===== config.mk =====
export PLATFORM = sky130hd
export DESIGN_NAME = rf_link_top
export DESIGN_NICKNAME = d
export VERILOG_FILES = /design/src/verilog/rf_pkg.sv /design/src/verilog/spi_pkg.sv /design/src/verilog/rf_bit_sampler.sv /design/src/verilog/packet_assembler.sv /design/src/verilog/hold_stage.sv /design/src/verilog/spi_slave_port.sv /design/src/verilog/tx_serializer.sv /design/src/verilog/rf_link_top.sv
export VERILOG_INCLUDE_DIRS = /design/src /design/src/verilog
export SDC_FILE = /design/constraint.sdc
export NUM_CORES = 1
export LEC_CHECK = 0
export BUFFER_PORTS_ARGS = -buffer_cell sky130_fd_sc_hd__buf_2
export CORE_UTILIZATION = 68
export DETAILED_ROUTE_END_ITERATION = 8
export PLACE_DENSITY = 0.95
export SLEW_MARGIN = 20
export SYNTH_ARGS = -nofsm -noshare
export SYNTH_HDL_FRONTEND = slang
export SYNTH_SLANG_ARGS = --single-unit

===== constraint.sdc =====
create_clock -name clk -period 10.45 [get_ports clk]
set_clock_uncertainty 0.15 [all_clocks]
set_input_delay 1.045 -clock clk [delete_from_list [all_inputs] [get_ports clk]]
set_output_delay 1.045 -clock clk [all_outputs]
set_load 0.02 [all_outputs]

===== src/verilog/rf_link_cfg.svh =====
`ifndef RF_LINK_CFG_SVH
`define RF_LINK_CFG_SVH

// Bytes per received RF packet
`define RF_PKT_BYTES 3

// Bit period after reset, in clk cycles
`define RF_BIT_PERIOD_DEFAULT 16'd16

// Smallest period the SPI port accepts, smaller writes are raised to this
`define RF_BIT_PERIOD_MIN 16'd4

// Flops in each input synchronizer
`define RF_SYNC_STAGES 2

`endif


===== src/verilog/rf_pkg.sv =====
package rf_pkg;

    // One sampled data bit from the RF line
    typedef struct packed {
        logic strobe;
        logic value;
        logic first;
    } rf_bit_t;

    // Received frame, b2 arrives first on the air
    typedef struct packed {
        logic [7:0] b2;
        logic [7:0] b1;
        logic [7:0] b0;
    } rf_packet_t;

    // Bit period in clk cycles
    typedef logic [15:0] rf_period_t;

endpackage


===== src/verilog/spi_pkg.sv =====
package spi_pkg;

    // First byte of every SPI transfer
    typedef enum logic [7:0] {
        READ_PKT   = 8'h01,
        SET_PERIOD = 8'h02,
        SEND_BYTE  = 8'h03
    } spi_cmd_e;

    // Byte returned ahead of the packet on READ_PKT
    typedef struct packed {
        logic [5:0] reserved;
        logic       tx_busy;
        logic       pkt_avail;
    } spi_status_t;

endpackage


===== src/verilog/rf_bit_sampler.sv =====
`timescale 1ns/100ps
`include "rf_link_cfg.svh"

module rf_bit_sampler (
    input  logic               clk,
    input  logic               rst,
    input  logic               rfin,
    input  rf_pkg::rf_period_t period,
    output rf_pkg::rf_bit_t    bit_out
);

    localparam int DATA_BITS = `RF_PKT_BYTES * 8;
    localparam int BIT_CNT_W = $clog2(DATA_BITS);

    typedef enum logic [1:0] {
        S_IDLE,
        S_START,
        S_DATA,
        S_GAP
    } state_e;

    logic [`RF_SYNC_STAGES-1:0] sync_q;
    logic                       rf_s;
    state_e                     state;
    rf_pkg::rf_period_t         cnt;
    logic [BIT_CNT_W-1:0]       bit_cnt;

    assign rf_s = sync_q[`RF_SYNC_STAGES-1];

    always_ff @(posedge clk or negedge rst) begin
        if (!rst) begin
            sync_q  <= '1;
            state   <= S_IDLE;
            cnt     <= '0;
            bit_cnt <= '0;
            bit_out <= '0;
        end else begin
            sync_q         <= {sync_q[`RF_SYNC_STAGES-2:0], rfin};
            bit_out.strobe <= 1'b0;
            case (state)
                S_IDLE: begin
                    // Low level may be a start bit, check again at its center
                    if (!rf_s) begin
                        cnt   <= (period >> 1) - 16'd1;
                        state <= S_START;
                    end
                end
                S_START: begin
                    if (cnt != '0) begin
                        cnt <= cnt - 16'd1;
                    end else if (rf_s) begin
                        state <= S_IDLE;
                    end else begin
                        cnt     <= period - 16'd1;
                        bit_cnt <= '0;
                        state   <= S_DATA;
                    end
                end
                S_DATA: begin
                    if (cnt != '0) begin
                        cnt <= cnt - 16'd1;
                    end else begin
                        bit_out.strobe <= 1'b1;
                        bit_out.value  <= rf_s;
                        bit_out.first  <= (bit_cnt == '0);
                        bit_cnt        <= bit_cnt + 1'b1;
                        cnt            <= period - 16'd1;
                        if (bit_cnt == BIT_CNT_W'(DATA_BITS - 1)) begin
                            state <= S_GAP;
                        end
                    end
                end
                // Last bit may still be low, wait for the line to go idle
                S_GAP: begin
                    if (rf_s) begin
                        state <= S_IDLE;
                    end
                end
                default: state <= S_IDLE;
            endcase
        end
    end

endmodule


===== src/verilog/packet_assembler.sv =====
`timescale 1ns/100ps
`include "rf_link_cfg.svh"

module packet_assembler (
    input  logic               clk,
    input  logic               rst,
    input  rf_pkg::rf_bit_t    bit_in,
    output rf_pkg::rf_packet_t pkt,
    output logic               pkt_valid,
    input  logic               pkt_ready
);

    localparam int PKT_BITS = `RF_PKT_BYTES * 8;
    localparam int CNT_W    = $clog2(PKT_BITS + 1);

    logic [PKT_BITS-1:0] shift_q;
    logic [PKT_BITS-1:0] shift_next;
    logic [CNT_W-1:0]    cnt;
    logic [CNT_W-1:0]    cnt_next;
    logic                frame_done;

    assign shift_next = {shift_q[PKT_BITS-2:0], bit_in.value};
    // First-bit flag resynchronizes the count to a new frame
    assign cnt_next   = bit_in.first ? CNT_W'(1) : cnt + 1'b1;
    assign frame_done = bit_in.strobe && (cnt_next == CNT_W'(PKT_BITS));

    always_ff @(posedge clk or negedge rst) begin
        if (!rst) begin
            cnt       <= '0;
            pkt_valid <= 1'b0;
        end else begin
            if (bit_in.strobe) begin
                cnt <= frame_done ? '0 : cnt_next;
            end
            // A frame finishing while the last one is still pending is lost
            if (frame_done && !pkt_valid) begin
                pkt_valid <= 1'b1;
            end else if (pkt_valid && pkt_ready) begin
                pkt_valid <= 1'b0;
            end
        end
    end

    always_ff @(posedge clk) begin
        if (bit_in.strobe) begin
            shift_q <= shift_next;
        end
        if (frame_done && !pkt_valid) begin
            pkt <= rf_pkg::rf_packet_t'(shift_next);
        end
    end

endmodule


===== src/verilog/hold_stage.sv =====
`timescale 1ns/100ps

module hold_stage #(
    parameter type payload_t = logic [7:0]
) (
    input  logic     clk,
    input  logic     rst,
    input  payload_t in_data,
    input  logic     in_valid,
    output logic     in_ready,
    output payload_t out_data,
    output logic     out_valid,
    input  logic     out_ready
);

    logic     full_q;
    payload_t data_q;

    // Accepts a new entry in the same cycle the old one leaves
    assign in_ready  = !full_q || out_ready;
    assign out_valid = full_q;
    assign out_data  = data_q;

    always_ff @(posedge clk or negedge rst) begin
        if (!rst) begin
            full_q <= 1'b0;
        end else if (in_valid && in_ready) begin
            full_q <= 1'b1;
        end else if (out_ready) begin
            full_q <= 1'b0;
        end
    end

    always_ff @(posedge clk) begin
        if (in_valid && in_ready) begin
            data_q <= in_data;
        end
    end

endmodule


===== src/verilog/spi_slave_port.sv =====
`timescale 1ns/100ps
`include "rf_link_cfg.svh"

module spi_slave_port (
    input  logic               clk,
    input  logic               rst,
    input  logic               sck,
    input  logic               cs,
    input  logic               mosi,
    output logic               miso,
    input  rf_pkg::rf_packet_t pkt,
    input  logic               pkt_valid,
    output logic               pkt_ready,
    output logic [7:0]         tx_byte,
    output logic               tx_valid,
    input  logic               tx_ready,
    output rf_pkg::rf_period_t period
);

    typedef struct packed {
        logic sck;
        logic cs;
        logic mosi;
    } spi_pins_t;

    typedef enum logic [2:0] {
        C_CMD,
        C_READ,
        C_PER_HI,
        C_PER_LO,
        C_SEND,
        C_IGNORE
    } cmd_state_e;

    spi_pins_t               sync_q [`RF_SYNC_STAGES];
    spi_pins_t               pins;
    spi_pins_t               pins_d;
    logic                    sck_rise;
    logic                    sck_fall;
    logic                    cs_fall;
    logic [2:0]              bit_cnt;
    logic [7:0]              rx_shift;
    logic [7:0]              rx_byte;
    logic                    byte_done;
    logic [31:0]             tx_shift;
    logic                    miso_q;
    logic [7:0]              per_hi;
    rf_pkg::rf_period_t      per_new;
    cmd_state_e              state;
    spi_pkg::spi_status_t    status;

    assign pins      = sync_q[`RF_SYNC_STAGES-1];
    assign sck_rise  = pins.sck && !pins_d.sck;
    assign sck_fall  = !pins.sck && pins_d.sck;
    assign cs_fall   = !pins.cs && pins_d.cs;
    assign rx_byte   = {rx_shift[6:0], pins.mosi};
    assign byte_done = sck_rise && !pins.cs && (bit_cnt == 3'd7);
    assign per_new   = {per_hi, rx_byte};

    // Raw cs keeps miso quiet without waiting for the synchronizer
    assign miso = miso_q && !cs;

    always_comb begin
        status           = '0;
        status.pkt_avail = pkt_valid;
        status.tx_busy   = tx_valid || !tx_ready;
    end

    always_ff @(posedge clk or negedge rst) begin
        if (!rst) begin
            for (int i = 0; i < `RF_SYNC_STAGES; i++) begin
                sync_q[i] <= '{sck: 1'b0, cs: 1'b1, mosi: 1'b0};
            end
            pins_d    <= '{sck: 1'b0, cs: 1'b1, mosi: 1'b0};
            bit_cnt   <= '0;
            state     <= C_CMD;
            miso_q    <= 1'b0;
            pkt_ready <= 1'b0;
            tx_valid  <= 1'b0;
            period    <= `RF_BIT_PERIOD_DEFAULT;
        end else begin
            sync_q[0] <= '{sck: sck, cs: cs, mosi: mosi};
            for (int i = 1; i < `RF_SYNC_STAGES; i++) begin
                sync_q[i] <= sync_q[i-1];
            end
            pins_d    <= pins;
            pkt_ready <= 1'b0;
            if (tx_valid && tx_ready) begin
                tx_valid <= 1'b0;
            end
            if (pins.cs || cs_fall) begin
                bit_cnt <= '0;
                state   <= C_CMD;
                miso_q  <= 1'b0;
            end else begin
                if (sck_rise) begin
                    bit_cnt <= bit_cnt + 3'd1;
                end
                if (sck_fall) begin
                    miso_q <= tx_shift[31];
                end
                if (byte_done) begin
                    case (state)
                        C_CMD: begin
                            case (spi_pkg::spi_cmd_e'(rx_byte))
                                spi_pkg::READ_PKT: begin
                                    pkt_ready <= pkt_valid;
                                    state     <= C_READ;
                                end
                                spi_pkg::SET_PERIOD: state <= C_PER_HI;
                                spi_pkg::SEND_BYTE:  state <= C_SEND;
                                default:             state <= C_IGNORE;
                            endcase
                        end
                        C_PER_HI: state <= C_PER_LO;
                        C_PER_LO: begin
                            if (per_new < `RF_BIT_PERIOD_MIN) begin
                                period <= `RF_BIT_PERIOD_MIN;
                            end else begin
                                period <= per_new;
                            end
                            state <= C_IGNORE;
                        end
                        C_SEND: begin
                            // Hold stage full means the byte is dropped
                            if (tx_ready && !tx_valid) begin
                                tx_valid <= 1'b1;
                            end
                            state <= C_IGNORE;
                        end
                        default: state <= state;
                    endcase
                end
            end
        end
    end

    always_ff @(posedge clk) begin
        if (cs_fall) begin
            tx_shift <= '0;
        end else if (byte_done && state == C_CMD &&
                     spi_pkg::spi_cmd_e'(rx_byte) == spi_pkg::READ_PKT) begin
            tx_shift <= {status, pkt_valid ? pkt : rf_pkg::rf_packet_t'('0)};
        end else if (sck_fall && !pins.cs) begin
            tx_shift <= {tx_shift[30:0], 1'b0};
        end
        if (sck_rise) begin
            rx_shift <= rx_byte;
        end
        if (byte_done && state == C_PER_HI) begin
            per_hi <= rx_byte;
        end
        if (byte_done && state == C_SEND && tx_ready && !tx_valid) begin
            tx_byte <= rx_byte;
        end
    end

endmodule


===== src/verilog/tx_serializer.sv =====
`timescale 1ns/100ps

module tx_serializer (
    input  logic               clk,
    input  logic               rst,
    input  logic [7:0]         byte_in,
    input  logic               byte_valid,
    output logic               byte_ready,
    input  rf_pkg::rf_period_t period,
    output logic               line_out
);

    logic               busy_q;
    logic [8:0]         shift_q;
    logic [3:0]         bits_left;
    rf_pkg::rf_period_t cnt;
    rf_pkg::rf_period_t per_q;

    assign byte_ready = !busy_q;

    always_ff @(posedge clk or negedge rst) begin
        if (!rst) begin
            busy_q    <= 1'b0;
            line_out  <= 1'b1;
            bits_left <= '0;
            cnt       <= '0;
        end else if (!busy_q) begin
            // Start bit goes out the cycle after acceptance
            if (byte_valid) begin
                busy_q    <= 1'b1;
                line_out  <= 1'b0;
                bits_left <= 4'd9;
                cnt       <= period - 16'd1;
            end
        end else if (cnt != '0) begin
            cnt <= cnt - 16'd1;
        end else if (bits_left == '0) begin
            // Stop bit done, line already high
            busy_q <= 1'b0;
        end else begin
            line_out  <= shift_q[8];
            bits_left <= bits_left - 4'd1;
            cnt       <= per_q - 16'd1;
        end
    end

    // Data bits MSB first then the stop bit
    always_ff @(posedge clk) begin
        if (!busy_q && byte_valid) begin
            shift_q <= {byte_in, 1'b1};
            per_q   <= period;
        end else if (busy_q && cnt == '0 && bits_left != '0) begin
            shift_q <= {shift_q[7:0], 1'b1};
        end
    end

endmodule


===== src/verilog/rf_link_top.sv =====
`timescale 1ns/100ps

module rf_link_top (
    input  logic clk,
    input  logic rst,
    input  logic rfin,
    input  logic sck,
    input  logic cs,
    input  logic mosi,
    input  logic tx_bypass,
    output logic miso,
    output logic tx_out,
    output logic pkt_rec
);

    rf_pkg::rf_bit_t    rx_bit;
    rf_pkg::rf_period_t period;
    rf_pkg::rf_packet_t asm_pkt;
    logic               asm_valid;
    logic               asm_ready;
    rf_pkg::rf_packet_t held_pkt;
    logic               held_ready;
    logic [7:0]         spi_tx_byte;
    logic               spi_tx_valid;
    logic               spi_tx_ready;
    logic [7:0]         ser_byte;
    logic               ser_valid;
    logic               ser_ready;
    logic               ser_line;

    assign tx_out = ser_line | tx_bypass;

    rf_bit_sampler i_sampler (
        .clk     (clk),
        .rst     (rst),
        .rfin    (rfin),
        .period  (period),
        .bit_out (rx_bit)
    );

    packet_assembler i_assembler (
        .clk       (clk),
        .rst       (rst),
        .bit_in    (rx_bit),
        .pkt       (asm_pkt),
        .pkt_valid (asm_valid),
        .pkt_ready (asm_ready)
    );

    // Receive side holds one full packet
    hold_stage #(.payload_t(rf_pkg::rf_packet_t)) i_pkt_hold (
        .clk       (clk),
        .rst       (rst),
        .in_data   (asm_pkt),
        .in_valid  (asm_valid),
        .in_ready  (asm_ready),
        .out_data  (held_pkt),
        .out_valid (pkt_rec),
        .out_ready (held_ready)
    );

    spi_slave_port i_spi (
        .clk       (clk),
        .rst       (rst),
        .sck       (sck),
        .cs        (cs),
        .mosi      (mosi),
        .miso      (miso),
        .pkt       (held_pkt),
        .pkt_valid (pkt_rec),
        .pkt_ready (held_ready),
        .tx_byte   (spi_tx_byte),
        .tx_valid  (spi_tx_valid),
        .tx_ready  (spi_tx_ready),
        .period    (period)
    );

    hold_stage #(.payload_t(logic [7:0])) i_tx_hold (
        .clk       (clk),
        .rst       (rst),
        .in_data   (spi_tx_byte),
        .in_valid  (spi_tx_valid),
        .in_ready  (spi_tx_ready),
        .out_data  (ser_byte),
        .out_valid (ser_valid),
        .out_ready (ser_ready)
    );

    tx_serializer i_serializer (
        .clk        (clk),
        .rst        (rst),
        .byte_in    (ser_byte),
        .byte_valid (ser_valid),
        .byte_ready (ser_ready),
        .period     (period),
        .line_out   (ser_line)
    );

endmodule


After elaboration in Yosys (flattened, before gate mapping)
Cells that the tools add are included.
{"block": "word_totals", "reg_bits": 249, "ramBits": 0, "latch_bits": 0, "mem_count": 0, "input_bits": 7, "romBits": 0, "out_inout_bits": 3, "elab_cells": 209}
{"block": "classes", "bitwise_logic": 3, "n_reduce_logical": 64, "n_div": 0, "n_mux": 65, "n_lt_le_gt_ge": 1, "add_sub_neg": 9, "shift": 0, "multipliers": 0, "eq_ne": 23}
{"cell": "2-to-1 mux 16 bit", "n": 9}
{"cell": "subtractor 16 x 1 -> 16 bit (second input constant)", "n": 4}
{"cell": "2-to-1 mux 26 bit", "n": 2}
{"cell": "one-hot mux 16 bit (3 select lines)", "n": 1}
{"cell": "nonzero test 16 bit", "n": 2}
{"cell": "2-to-1 mux 1 bit", "n": 25}
{"cell": "2-to-1 mux 5 bit", "n": 5}
{"cell": "2-to-1 mux 24 bit", "n": 1}
{"cell": "logical AND 1 bit", "n": 21}
{"cell": "2-to-1 mux 3 bit", "n": 6}
{"cell": "2-to-1 mux 9 bit", "n": 2}
{"cell": "one-hot mux 3 bit (3 select lines)", "n": 2}
{"cell": "nonzero test 2 bit", "n": 9}
{"cell": "equality test 8 x 2 -> 1 bit (second input constant)", "n": 2}
{"cell": "logical NOT 16 bit", "n": 1}
{"cell": "less-than comparator 16 x 3 -> 1 bit (second input constant)", "n": 1}
{"cell": "2-to-1 mux 4 bit", "n": 4}
{"cell": "subtractor 15 x 1 -> 16 bit (second input constant)", "n": 1}
{"cell": "!= test 2 bit (second input constant)", "n": 7}
{"cell": "2-to-1 mux 2 bit", "n": 6}
{"cell": "adder 5 x 1 -> 5 bit (second input constant)", "n": 2}
{"cell": "equality test 5 bit (second input constant)", "n": 2}
{"cell": "logical NOT 1 bit", "n": 10}
{"cell": "one-hot mux 5 bit (2 select lines)", "n": 1}
{"cell": "24 further kinds", "n": 39}

Logic depth before layout (Yosys ltp)
Gate-level depths: netlist (run 1).
{"block": "logic_depth", "depth_word": 8, "ltp_mapped": 11, "depth_no_buf": 11}

Hierarchy
A second synthesis (run 1) with hierarchy kept.
{"block": "hier_totals", "hier_cells": 931, "hier_area_um2": 11014.3}
{"mod": "spi_slave_port", "seq_area_each_um2": 2162.1, "area_per_inst_um2": 3606.0, "instances": 1, "cells_each": 308}
{"mod": "tx_serializer", "seq_area_each_um2": 1272.5, "area_per_inst_um2": 2585.0, "instances": 1, "cells_each": 257}
{"mod": "rf_bit_sampler", "seq_area_each_um2": 703.2, "area_per_inst_um2": 2001.9, "instances": 1, "cells_each": 246}
{"mod": "packet_assembler", "seq_area_each_um2": 1561.5, "area_per_inst_um2": 1746.7, "instances": 1, "cells_each": 79}
{"mod": "hold_stage (i_pkt_hold)", "seq_area_each_um2": 745.7, "area_per_inst_um2": 774.5, "instances": 1, "cells_each": 28}
{"mod": "hold_stage (i_tx_hold)", "seq_area_each_um2": 265.3, "area_per_inst_um2": 294.0, "instances": 1, "cells_each": 12}
{"mod": "rf_link_top", "seq_area_each_um2": 0.0, "area_per_inst_um2": 6.3, "instances": 1, "cells_each": 1}

Least setup slack after synthesis (run 1)
OpenSTA, ideal clock, no wires.
{"block": "synth_path", "path_kind": "register to register", "startpoint": "reg i_sampler.bit_out[2] (netlist name)", "endpoint": "reg i_assembler.pkt[0] (netlist name), enable pin", "stages_incl_launch_ff": 5, "setup_time_ns": 0.468, "t_required_ns": 9.832, "synth_period_minus_slack_ns": 4.774, "arrival_ns": 4.156, "path_buffers": 1, "path_slack_ns": 5.676, "cell_sequence": "dfrtp_1 > clkbuf_1 > nand3b_1 > or4_1 > nor4_1"}
{"block": "synth_via", "elab_chain_len": 2}
{"element": "from (decl)", "line": "rf_bit_sampler.sv:9", "rtl": "output rf_pkg::rf_bit_t bit_out"}
{"element": "logical AND 1 bit", "line": "packet_assembler.sv:25", "rtl": "assign frame_done = bit_in.strobe && (cnt_next == CNT_W'(PKT_BITS));"}
{"element": "logical AND 1 bit", "line": "packet_assembler.sv:48", "rtl": "if (frame_done && !pkt_valid) begin"}
{"element": "to (signal assigned)", "line": "packet_assembler.sv:49", "rtl": "pkt <= rf_pkg::rf_packet_t'(shift_next);"}
{"element": "to (decl)", "line": "packet_assembler.sv:8", "rtl": "output rf_pkg::rf_packet_t pkt,"}
No other way between the ends.
A chain may end at the register's enable or synchronous reset.

Worst setup path in the final report (run 1)
{"block": "layout_path", "startpoint": "reg i_serializer.cnt[11]", "endpoint": "reg i_serializer.cnt[4]"}
{"block": "layout_via", "elab_chain_len": 3, "word_cells_on_any_way": 5, "cone_classes": "1 x eq/ne; 2 x mux; 2 x reduce/logical"}
{"element": "from (decl)", "line": "tx_serializer.sv:16", "rtl": "rf_pkg::rf_period_t cnt;"}
{"element": "from (signal assigned)", "line": "tx_serializer.sv:33", "rtl": "cnt <= period - 16'd1;"}
{"element": "from (signal assigned)", "line": "tx_serializer.sv:36", "rtl": "cnt <= cnt - 16'd1;"}
{"element": "from (signal assigned)", "line": "tx_serializer.sv:43", "rtl": "cnt <= per_q - 16'd1;"}
{"element": "nonzero test 16 bit (*)", "line": "tx_serializer.sv:35", "rtl": "end else if (cnt != '0) begin"}
{"element": "!= test 3 bit (no source line) / 2-to-1 mux 16 bit (equally long branches)"}
{"element": "AND reduction 2 bit (no source line) / 2-to-1 mux 16 bit (equally long branches)"}
Mark *: on every way between the ends. The rest lies on a longest branch, timed or not.

==> results.ini, run 1 <==
[outcome]
status=finished clean

[logic_synthesis]
synth_edf_count=126
yosysUniqueCellTypes=73
ys.warnings.count=0
async_reset_ff_share_pct=36.55
syn_inst=1033
ys_ff_latch=249
postSynthAreaPerCell_sq_um=10.84
synth_nets=1061
netlist_area_sq_um=11200
ys_seq_area_share_pct=59.92
synth_ff_type=edfxtp_1

[timing]
tightest_slew_ns=1.079
setup_tns_ns=0
relSlewSlack_pct=28.10
fmax_ghz=0.2748
layout_setup_ws_ns=6.811
rsz0062_at_grt=no
setup-violations-final=0
finalHoldViolations=0
timing.final.crit_share_pct=34.82
post-route-min-period_ns=3.639
slew_viol_final=0
hold_ws_ns=0.2071

[drt]
wl_per_cell_microns=19.76
viasPerCell=6.488
postRouteWirelength_microns=24920
drc_errors=0
ant_nets=0
dr_total_vias=8181
dr.pass1.iters=6
initialDrtViolationCount=924

[power_and_ir_drop]
p_sw_share_pct=20.08
seqPwrFrac_pct=53.6
power.density_nw_per_um2=158.0
leakage_nw=4.432
pwr-share-comb_pct=0.9
pwr-share-clk_pct=45.5
ir_drop_mv=0.1730
p_sw_mw=0.3864
internal_power_mw=1.538

[layout]
mostFrequentLayoutCells=nand2_1 (186), edfxtp_1 (126), dfrtp_1 (83), nor2_1 (79), a21oi_1 (60)
mostFrequentLayoutCell=nand2_1
fin_nets=1055
multi_input_area_sq_um=4165
fillers=939
drive_gt1_share_pct=8.900
area_growth_syn_to_layout_pct=8.793
regArea_sq_um=6711
insertedDiodeCount=0
final_cell_area_sq_um=12180
fin_cells=1261

[placement]
place_area_sq_um=11380
pre_cts_ws_ns=6.977
gp_congestion=0.9315
io_buffers=9
hpwl_microns=14860
place_inst=1217

[critical_path]
rr_startpoint=i_serializer.cnt[11]
endpoint_kind=register
critPathSlowestCell=nor2_1
reg2reg_slack_ns=6.81
reg2reg_depth=11
path_buf_inv=0
crit_cells=11
crit_fanout=9
cpPeakStageDelay_ns=0.57
arrival_ns=3.88
cp.required_ns=10.69
cp-endpoint=i_serializer.cnt[4]
crit_chain=nor4_1 > nand4_1 > nor2_1 > a21oi_1 > ha_1 > nor3b_1 > a211oi_1 > a31oi_1 > o31ai_1 > a211oi_1 > a211o_1
crit_top_cell=a211oi_1
startpoint=i_serializer.cnt[11]
r2r_end=i_serializer.cnt[4]
critPathLaunchType=register
critPathKind=register to register
crit_family=simple AND/OR/NAND/NOR gates

[grt]
grt_pass1_wl_microns=39730
antenna_found_initial=1
grt_pass1_vias=7955
grt_max_degree=55
overflow=0
grt_usage_pct=30.26

[clock_network]
clk_path_buf_depth=3
cts_tree=done
ctsResizeCount=0
clk_pin_slew_ns=0.06
cts_hold_buf=0
clk_latency_ns=0.52
numCtsBuffers=24
cts.htree.levels=1
post_cts_buffers=0
cts_root_buf=clkbuf_16
numClockSinks=249

[die]
pin_count=10
std_cell_rows=46
die_w_microns=130.3
initial_core_util_pct=69.99
dieArea_sq_um=16980
die_h_microns=130.3
coreArea_sq_um=16000

[hold_path]
min_path_cells=0
hold_path_class=register to register

[job]
drv_cap=0

-- stage by stage --
step	power (mW)	util [%]
after detailed placement	1.069	71.13
after CTS	1.929	76.13
final	1.924	76.14
after floorplan	1.057	-
after global routing	1.967	76.14
after global placement	1.068	71.13
-- synth_stat cells (all sizes together), types with 7 or more instances --
cell | instances | area share (%)
mux2i | 14 | 1.3
nand2 | 186 | 6.2
nor4 | 19 | 1.5
dfrtp | 84 | 19
a211oi | 11 | 0.74
nand4 | 12 | 0.73
nand3 | 27 | 1.2
a31oi | 34 | 1.9
mux2 | 7 | 0.70
or4 | 8 | 0.57
edfxtp | 126 | 34
nor2 | 81 | 2.8
clkbuf | 34 | 1.1
ha | 21 | 2.3
nand2b | 10 | 0.56
buf | 16 | 0.76
inv | 32 | 1.1
xor2 | 20 | 1.6
a21oi | 60 | 2.7
o21ai | 37 | 1.7
dfstp | 7 | 1.6
dfxtp | 32 | 5.7
nor3 | 19 | 0.89
nor3b | 10 | 0.67
xnor2 | 30 | 2.3
-- how the worst min path moves through the flow --
| stage | start | to |
|---|---|---|
| 6_report | i_sampler.sync_q[0] | i_sampler.sync_q[1] |
| 5_1_grt | i_sampler.sync_q[0] | i_sampler.sync_q[1] |
| 4_1_cts | i_sampler.sync_q[0] | i_sampler.sync_q[1] |
| 3_5_place_dp | i_spi.sync_q[3] | i_spi.per_new[0] |
| 3_3_place_gp | i_spi.sync_q[5] | i_spi.pins[2] |
| 2_1_floorplan | i_spi.sync_q[3] | i_spi.per_new[0] |
-- sequential cells by signal, indices dropped and copies added (netlist names), 7 cells and up, named ones only --
name	cells
i_sampler.cnt	16
i_pkt_hold.out_data	24
i_serializer.per_q	16
i_spi.tx_shift	32
i_spi.rx_shift	7
i_serializer.cnt	16
i_spi.period	16
i_assembler.shift_q	23
i_serializer.shift_q	8
i_spi.tx_byte	8
i_spi.per_hi	8
i_tx_hold.out_data	8
i_assembler.pkt	24
-- layout make-up --
cell class                 instances  share of cell area, %
tap                              216                  2.218
inverter                          32                 0.9859
timing repair buffer              18                 0.9448
clock inverter                    15                  1.407
sequential                       249                  55.09
clock buffer                      29                  5.166
multi-input combinational        702                  34.19
-- metal layers --
metal,track usage (%),wire length (microns),vias to the layer above
li1,-,-,3700
met1,37.48,9468,3934
met2,52.50,12610,444
met3,5.494,1947,101
met4,12.52,882,2
met5,0,15,-
-- power by group through the flow --
| stage | sequential, mW | clock, mW | combinational, mW |
|---|---|---|---|
| after floorplan | 1.05 | 0 | 0.00770 |
| after global placement | 1.05 | 0 | 0.0178 |
| after detailed placement | 1.05 | 0 | 0.0181 |
| after CTS | 1.03 | 0.880 | 0.0184 |
| after global routing | 1.03 | 0.916 | 0.0205 |
| final | 1.03 | 0.875 | 0.0180 |
-- kinds of logic after synthesis --
logic type	count (synthesis)	synth area share, %
flops	249	59.92
mux	21	1.955
buf+inv	82	2.972
compound gates	194	10.83
xor+xnor	50	3.911
simple gates	416	18.07
fa+ha+maj	21	2.346
No activity file was read; power rests on OpenSTA's default activity.
==> run 2, diff against run 1 <==
--- a/config.mk
+++ b/config.mk
@@ -6,10 +6,11 @@
 export SDC_FILE = /design/constraint.sdc
 export NUM_CORES = 1
 export LEC_CHECK = 0
+export ABC_AREA = 1
 export BUFFER_PORTS_ARGS = -buffer_cell sky130_fd_sc_hd__buf_2
-export CORE_UTILIZATION = 68
+export CORE_UTILIZATION = 63
 export DETAILED_ROUTE_END_ITERATION = 8
-export PLACE_DENSITY = 0.95
+export PLACE_DENSITY = 0.89
 export SLEW_MARGIN = 20
 export SYNTH_ARGS = -nofsm -noshare
 export SYNTH_HDL_FRONTEND = slang
==> constraint.sdc (replaced) <==
create_clock -name clk -period 3.7 [get_ports clk]
set_clock_uncertainty 0.15 [all_clocks]
set_input_delay 0.37 -clock clk [delete_from_list [all_inputs] [get_ports clk]]
set_output_delay 0.37 -clock clk [all_outputs]
set_load 0.02 [all_outputs]
==> results.ini, run 2 <==
[clock_network]
cts_root_buf=clkbuf_16  ; unchanged
clk_latency_ns=0.55  ; was 0.52 ns
clk_pin_slew_ns=0.06  ; about the same
numClockSinks=249  ; unchanged
clk_path_buf_depth=3  ; unchanged
numCtsBuffers=25  ; was 24
cts_hold_buf=5  ; was 0
post_cts_buffers=0  ; unchanged
ctsResizeCount=0  ; unchanged
cts_tree=done  ; unchanged
cts.htree.levels=1  ; unchanged

[placement]
io_buffers=9  ; unchanged
hpwl_microns=16560  ; was 14860 microns
pre_cts_ws_ns=0.7930  ; was 6.977 ns
gp_congestion=0.9591  ; was 0.9315

[logic_synthesis]
synth_area_leader_cell=edfxtp_1  ; unchanged
netlist_area_sq_um=11370  ; was 11200 sq um
ys.warnings.count=0  ; unchanged
syn_inst=1200  ; was 1033
yosysUniqueCellTypes=50  ; was 73
synth_nets=1228  ; was 1061
yosys.area.top_type_share_pct=33.26  ; was 33.79%
synth_ff_type=edfxtp_1  ; unchanged
netlist_top_cells_count=nand2_1 (250), inv_1 (138), edfxtp_1 (126)  ; was nand2_1 (186), edfxtp_1 (126), dfrtp_1 (84)
ys_ff_latch=249  ; unchanged
postSynthAreaPerCell_sq_um=9.479  ; was 10.84 sq um
post-synth-top-count-cell=nand2_1  ; unchanged
ys_seq_area_share_pct=58.99  ; was 59.92%
async_reset_ff_share_pct=36.55  ; unchanged
synth_area_leaders=edfxtp_1 (33%), dfrtp_1 (18%), nand2_1 (8.2%)  ; was edfxtp_1 (34%), dfrtp_1 (19%), nand2_1 (6.2%)
synth_edf_count=126  ; unchanged

[drt]
drc_errors=0  ; unchanged
initialDrtViolationCount=787  ; was 924
ant_nets=0  ; unchanged
dr_total_vias=8563  ; was 8181
dr.pass1.iters=6  ; unchanged
viasPerCell=5.865  ; was 6.488
postRouteWirelength_microns=25600  ; was 24920 microns
wl_per_cell_microns=17.53  ; was 19.76 microns

[layout]
regArea_sq_um=6710  ; was 6711 sq um
mostFrequentLayoutCells=nand2_1 (250), inv_1 (138), edfxtp_1 (126), nor2_1 (110), o21ai_0 (101)  ; was nand2_1 (186), edfxtp_1 (126), dfrtp_1 (83), nor2_1 (79), a21oi_1 (60)
mostFrequentLayoutCell=nand2_1  ; unchanged
drive_gt1_share_pct=8.988  ; was 8.900%
multi_input_area_sq_um=3910  ; was 4165 sq um
fillers=1138  ; was 939
largest_register=i_spi.tx_shift  ; unchanged
area_growth_syn_to_layout_pct=9.328  ; was 8.793%
insertedDiodeCount=0  ; unchanged
largest_reg_flops=32  ; unchanged
fin_nets=1244  ; was 1055

[grt]
grt_usage_pct=28.86  ; was 30.26%
grt_pass1_wl_microns=41380  ; was 39730 microns
grt_max_degree=78  ; was 55
grt_pass1_vias=8341  ; was 7955
overflow=0  ; unchanged
antenna_found_initial=0  ; was 1

[timing]
fmax_ghz=0.3182  ; was 0.2748 GHz
layout_setup_ws_ns=0.5576  ; was 6.811 ns
slew_viol_final=0  ; unchanged
rsz0062_at_grt=no  ; unchanged
tightest_slew_ns=0.9793  ; was 1.079 ns
relSlewSlack_pct=34.72  ; was 28.10%
setup-violations-final=0  ; unchanged
setup_tns_ns=0  ; unchanged
finalHoldViolations=0  ; unchanged
timing.final.crit_share_pct=84.93  ; was 34.82%
post-route-min-period_ns=3.142  ; was 3.639 ns

[die]
pin_count=10  ; unchanged
coreArea_sq_um=17480  ; was 16000 sq um
dieArea_sq_um=18600  ; was 16980 sq um
die_w_microns=136.4  ; was 130.3 microns
std_cell_rows=48  ; was 46
die_h_microns=136.4  ; was 130.3 microns
initial_core_util_pct=65.08  ; was 69.99%

[critical_path]
critPathLaunchType=register  ; unchanged
startpoint=i_spi.pins_d[2]  ; was i_serializer.cnt[11]
crit_cells=9  ; was 11
critPathSlowestCell=inv_2  ; was nor2_1
critPathKind=register to register  ; unchanged
cpPeakStageDelay_ns=0.53  ; was 0.57 ns
endpoint_kind=register  ; unchanged
crit_fanout=48  ; was 9
crit_chain=nor2_2 > nand3_2 > nor2_1 > nand2_2 > inv_2 > nor2_2 > inv_2 > o21ai_0 > a31oi_1  ; was nor4_1 > nand4_1 > nor2_1 > a21oi_1 > ha_1 > nor3b_1 > a211oi_1 > a31oi_1 > o31ai_1 > a211oi_1 > a211o_1
crit_family=simple AND/OR/NAND/NOR gates  ; unchanged
arrival_ns=3.45  ; was 3.88 ns
path_buf_inv=2  ; was 0
cp.required_ns=4.01  ; was 10.69 ns
rr_startpoint=i_spi.pins_d[2]  ; was i_serializer.cnt[11]
reg2reg_depth=9  ; was 11

[power_and_ir_drop]
total_power_mw=5.586  ; was 1.924 mW
leakage_nw=5.198  ; was 4.432 nW
ir_drop_mv=0.4843  ; was 0.1730 mV
power.density_nw_per_um2=449.2  ; was 158.0 nW/um^2

[hold_path]
hold_path_class=register to register  ; unchanged
min_from=i_spi.sync_q[5]  ; was i_sampler.sync_q[0]
min_path_cells=0  ; unchanged

[outcome]
status=finished clean  ; unchanged

[job]
drv_cap=0  ; unchanged

==> run 2: cells by family after synthesis <==
family | count (synthesis) | synth area share [%]
adder cells (fa/ha/maj) | 21 | 2.310
XOR/XNOR | 21 | 1.617
AO/OA/AOI/OAI | 208 | 10.13
AND/OR/NAND/NOR | 521 | 20.24
flip-flops | 249 | 58.99
buffers and inverters | 180 | 6.710
==> run 2: final cells by class <==
| type | instances | share of cell area, % |
|---|---|---|
| Inverter | 144 | 4.347 |
| Multi-Input combinational cell | 771 | 31.44 |
| Clock buffer | 38 | 5.785 |
| Tap cell | 225 | 2.264 |
| Clock inverter | 8 | 0.7244 |
| Timing Repair Buffer | 25 | 1.479 |
| Sequential cell | 249 | 53.96 |
==> run 2: path summary, 6_finish.rpt <==
| kind | to | slack, ns |
|---|---|---|
| max | i_spi.tx_shift[2] | 0.56 |
| min | i_spi.pins[2] | 0.20 |
| max reg2reg | i_spi.tx_shift[2] | 0.56 |
| min reg2reg | i_spi.pins[2] | 0.20 |
| max in group asynchronous | i_sampler.sync_q[0] | 2.31 |
| min in group asynchronous | i_serializer.bits_left[1] | 0.26 |
==> run 2: metrics by stage <==
stage	instances	utilization (%)	area [sq um]	hold WS [ns]
floorplan	1200	-	11370	-0.07559
global placement	1409	66.22	11570	0.1835
detailed placement	1409	66.22	11570	0.1881
CTS	1460	71.13	12430	0.2014
global route	1460	71.16	12440	0.2100
finish	1460	71.16	12440	0.1996
==> run 2: where the power goes <==
group	switching [mW]	internal (mW)
clock	1.07	1.43
sequential	0.0296	2.94
combinational	0.0780	0.0375
==> run 2: layer usage <==
metal,GRT usage [%],vias up,wire length (microns)
met5,0,-,0
met4,11.42,0,864
met3,6.003,84,1828
met2,49.89,380,12760
met1,35.35,4052,10140
li1,-,4047,-
==> run 3, diff against run 2 <==
--- a/config.mk
+++ b/config.mk
@@ -6,7 +6,7 @@
 export SDC_FILE = /design/constraint.sdc
 export NUM_CORES = 1
 export LEC_CHECK = 0
-export ABC_AREA = 1
+export ABC_AREA = 0
 export BUFFER_PORTS_ARGS = -buffer_cell sky130_fd_sc_hd__buf_2
 export CORE_UTILIZATION = 63
 export DETAILED_ROUTE_END_ITERATION = 8
==> constraint.sdc (replaced) <==
create_clock -name clk -period 3.1 [get_ports clk]
set_clock_uncertainty 0.15 [all_clocks]
set_input_delay 0.31 -clock clk [delete_from_list [all_inputs] [get_ports clk]]
set_output_delay 0.31 -clock clk [all_outputs]
set_load 0.02 [all_outputs]
==> results.ini, run 3 (synthesis gave the netlist of run 1 again) <==
[outcome]
status=finished clean  ; unchanged

[die]
coreArea_sq_um=17360  ; was 17480 sq um
die_w_microns=135.3  ; was 136.4 microns
pin_count=10  ; unchanged
initial_core_util_pct=64.52  ; was 65.08%
dieArea_sq_um=18310  ; was 18600 sq um
std_cell_rows=48  ; unchanged
die_h_microns=135.3  ; was 136.4 microns

[grt]
antenna_found_initial=0  ; unchanged
overflow=0  ; unchanged
grt_pass1_vias=7756  ; was 8341
grt_max_degree=62  ; was 78
grt_usage_pct=26.79  ; was 28.86%
grt_pass1_wl_microns=38530  ; was 41380 microns

[layout]
largest_register=i_spi.tx_shift  ; unchanged
mostFrequentLayoutCells=nand2_1 (186), edfxtp_1 (126), dfrtp_1 (83), nor2_1 (78), a21oi_1 (60)  ; was nand2_1 (250), inv_1 (138), edfxtp_1 (126), nor2_1 (110), o21ai_0 (101)
insertedDiodeCount=0  ; unchanged
fin_cells=1301  ; was 1460
area_growth_syn_to_layout_pct=11.40  ; was 9.328%
fin_nets=1085  ; was 1244
drive_gt1_share_pct=10.97  ; was 8.988%
largest_reg_flops=32  ; unchanged
final_cell_area_sq_um=12470  ; was 12440 sq um
mostFrequentLayoutCell=nand2_1  ; unchanged

[drt]
dr_total_vias=8082  ; was 8563
drc_errors=0  ; unchanged
ant_nets=0  ; unchanged
initialDrtViolationCount=569  ; was 787
viasPerCell=6.212  ; was 5.865
postRouteWirelength_microns=23750  ; was 25600 microns
dr.pass1.iters=5  ; was 6
wl_per_cell_microns=18.25  ; was 17.53 microns

[clock_network]
cts_root_buf=clkbuf_16  ; unchanged
clk_pin_slew_ns=0.07  ; was 0.06 ns
numCtsBuffers=25  ; unchanged
cts_tree=done  ; unchanged
cts.htree.levels=1  ; unchanged
numClockSinks=249  ; unchanged
clk_path_buf_depth=3  ; unchanged
clk_latency_ns=0.53  ; was 0.55 ns

[critical_path]
critPathLaunchType=register  ; unchanged
crit_fanout=6  ; was 48
cp.required_ns=3.37  ; was 4.01 ns
endpoint_kind=register  ; unchanged
reg2reg_depth=12  ; was 9
reg2reg_slack_ns=0.15  ; was 0.56 ns
arrival_ns=3.22  ; was 3.45 ns
critPathKind=register to register  ; unchanged
r2r_end=i_serializer.cnt[4]  ; was i_spi.tx_shift[2]
rr_startpoint=i_serializer.cnt[11]  ; was i_spi.pins_d[2]

[job]
drv_cap=0  ; unchanged

[power_and_ir_drop]
leakage_nw=4.584  ; was 5.198 nW
power.density_nw_per_um2=522.9  ; was 449.2 nW/um^2
ir_drop_mv=0.5101  ; was 0.4843 mV

[placement]
gp_congestion=0.9590  ; was 0.9591
place_inst=1250  ; was 1409
hpwl_microns=14990  ; was 16560 microns
place_area_sq_um=11590  ; was 11570 sq um
io_buffers=9  ; unchanged

[hold_path]
min_path_cells=0  ; unchanged
min_to=i_spi.pins[2]  ; unchanged
hold_path_class=register to register  ; unchanged
min_from=i_spi.sync_q[5]  ; unchanged

[timing]
slew_viol_final=0  ; unchanged
tightest_slew_ns=0.8061  ; was 0.9793 ns
relSlewSlack_pct=46.26  ; was 34.72%
post-route-min-period_ns=2.953  ; was 3.142 ns
timing.final.crit_share_pct=95.27  ; was 84.93%
hold_ws_ns=0.2074  ; was 0.1996 ns
fmax_ghz=0.3386  ; was 0.3182 GHz
rsz0062_at_grt=yes  ; was no
finalHoldViolations=0  ; unchanged
setup-violations-final=0  ; unchanged

run 3: cell types whose count changed in the layout (fill, tap and decap cells not counted), sizes merged, moves of 14 or more:
cell	change
inv	-114
nand2	-74
nand3	-68
o21ai	-65
nor2	-45
xnor2	+28
buf	+22
mux2i	+14
nor4	+14
run 3: final cells by class:
cell class	instances	area, sq um
Sequential cell	249	6711
Fill cell	1125	4882
Multi-Input combinational cell	702	4194
Clock buffer	35	683.2
Timing Repair Buffer	47	357.8
Tap cell	225	281.5
Clock inverter	11	126.4
Inverter	32	120.1
run 3: per-layer routing:
layer,vias to the layer above,global-route usage (%),wire length (microns)
li1,3752,-,-
met1,3898,35.05,9736
met2,356,44.93,11710
met3,76,3.928,1469
met4,0,11.05,826
met5,-,0,0
run 3: worst max-delay path, stage by stage (launching register included):
cell	delay (ns)
dfrtp_1	0.43
nor4_2	0.29
buf_4	0.16
nand4_1	0.15
nor2_2	0.23
a21oi_1	0.12
ha_1	0.23
nor3b_2	0.20
a211oi_1	0.25
a31oi_1	0.06
o31ai_1	0.20
a211oi_1	0.08
a211o_1	0.29
run 3: worst max-delay path by stage:
stage	startpoint	endpoint	cells past startpoint
finish	i_serializer.cnt[11]	i_serializer.cnt[4]	12
floorplan	i_sampler.bit_out[2]	i_assembler.pkt[0]	4
CTS	i_serializer.cnt[11]	i_serializer.cnt[12]	12
global placement	i_serializer.cnt[11]	i_serializer.cnt[12]	12
global route	i_serializer.cnt[11]	i_serializer.cnt[4]	12
detailed placement	i_serializer.cnt[11]	i_serializer.cnt[12]	12
run 3: what timing repair did:
| action | in CTS | in global routing |
|---|---|---|
| endpoints found under the setup margin | 3 | 5 |
| cloned | 0 | 0 |
| gates resized for setup | 1 | 3 |
| setup buffers | 0 | 0 |
| pin swaps | 0 | 1 |
| hold buffers | 5 | 0 |
| hold endpoints to repair | 60 | 0 |
run 3: stage by stage:
| step | utilization (%) | worst slack (ns) | total power, mW | setup TNS, ns |
|---|---|---|---|---|
| 6_report | 71.87 | 0.1467 | 6.523 | 0 |
| 3_3_place_gp | 66.80 | 0.05955 | 3.603 | 0 |
| 4_1_cts | 71.78 | 0.09265 | 6.564 | 0 |
| 5_1_grt | 71.87 | -0.07176 | 6.686 | -0.07176 |
| 3_5_place_dp | 66.80 | -0.1024 | 3.605 | -0.1451 |
| 2_1_floorplan | - | 0.03679 | 3.563 | 0 |
run 3: where the power goes:
| group | internal [mW] | switching, mW | total, mW | leakage (nW) |
|---|---|---|---|---|
| sequential | 3.46 | 0.0143 | 3.48 | 2.25 |
| combinational | 0.0168 | 0.0499 | 0.0667 | 1.94 |
| clock | 1.72 | 1.26 | 2.98 | 0.389 |
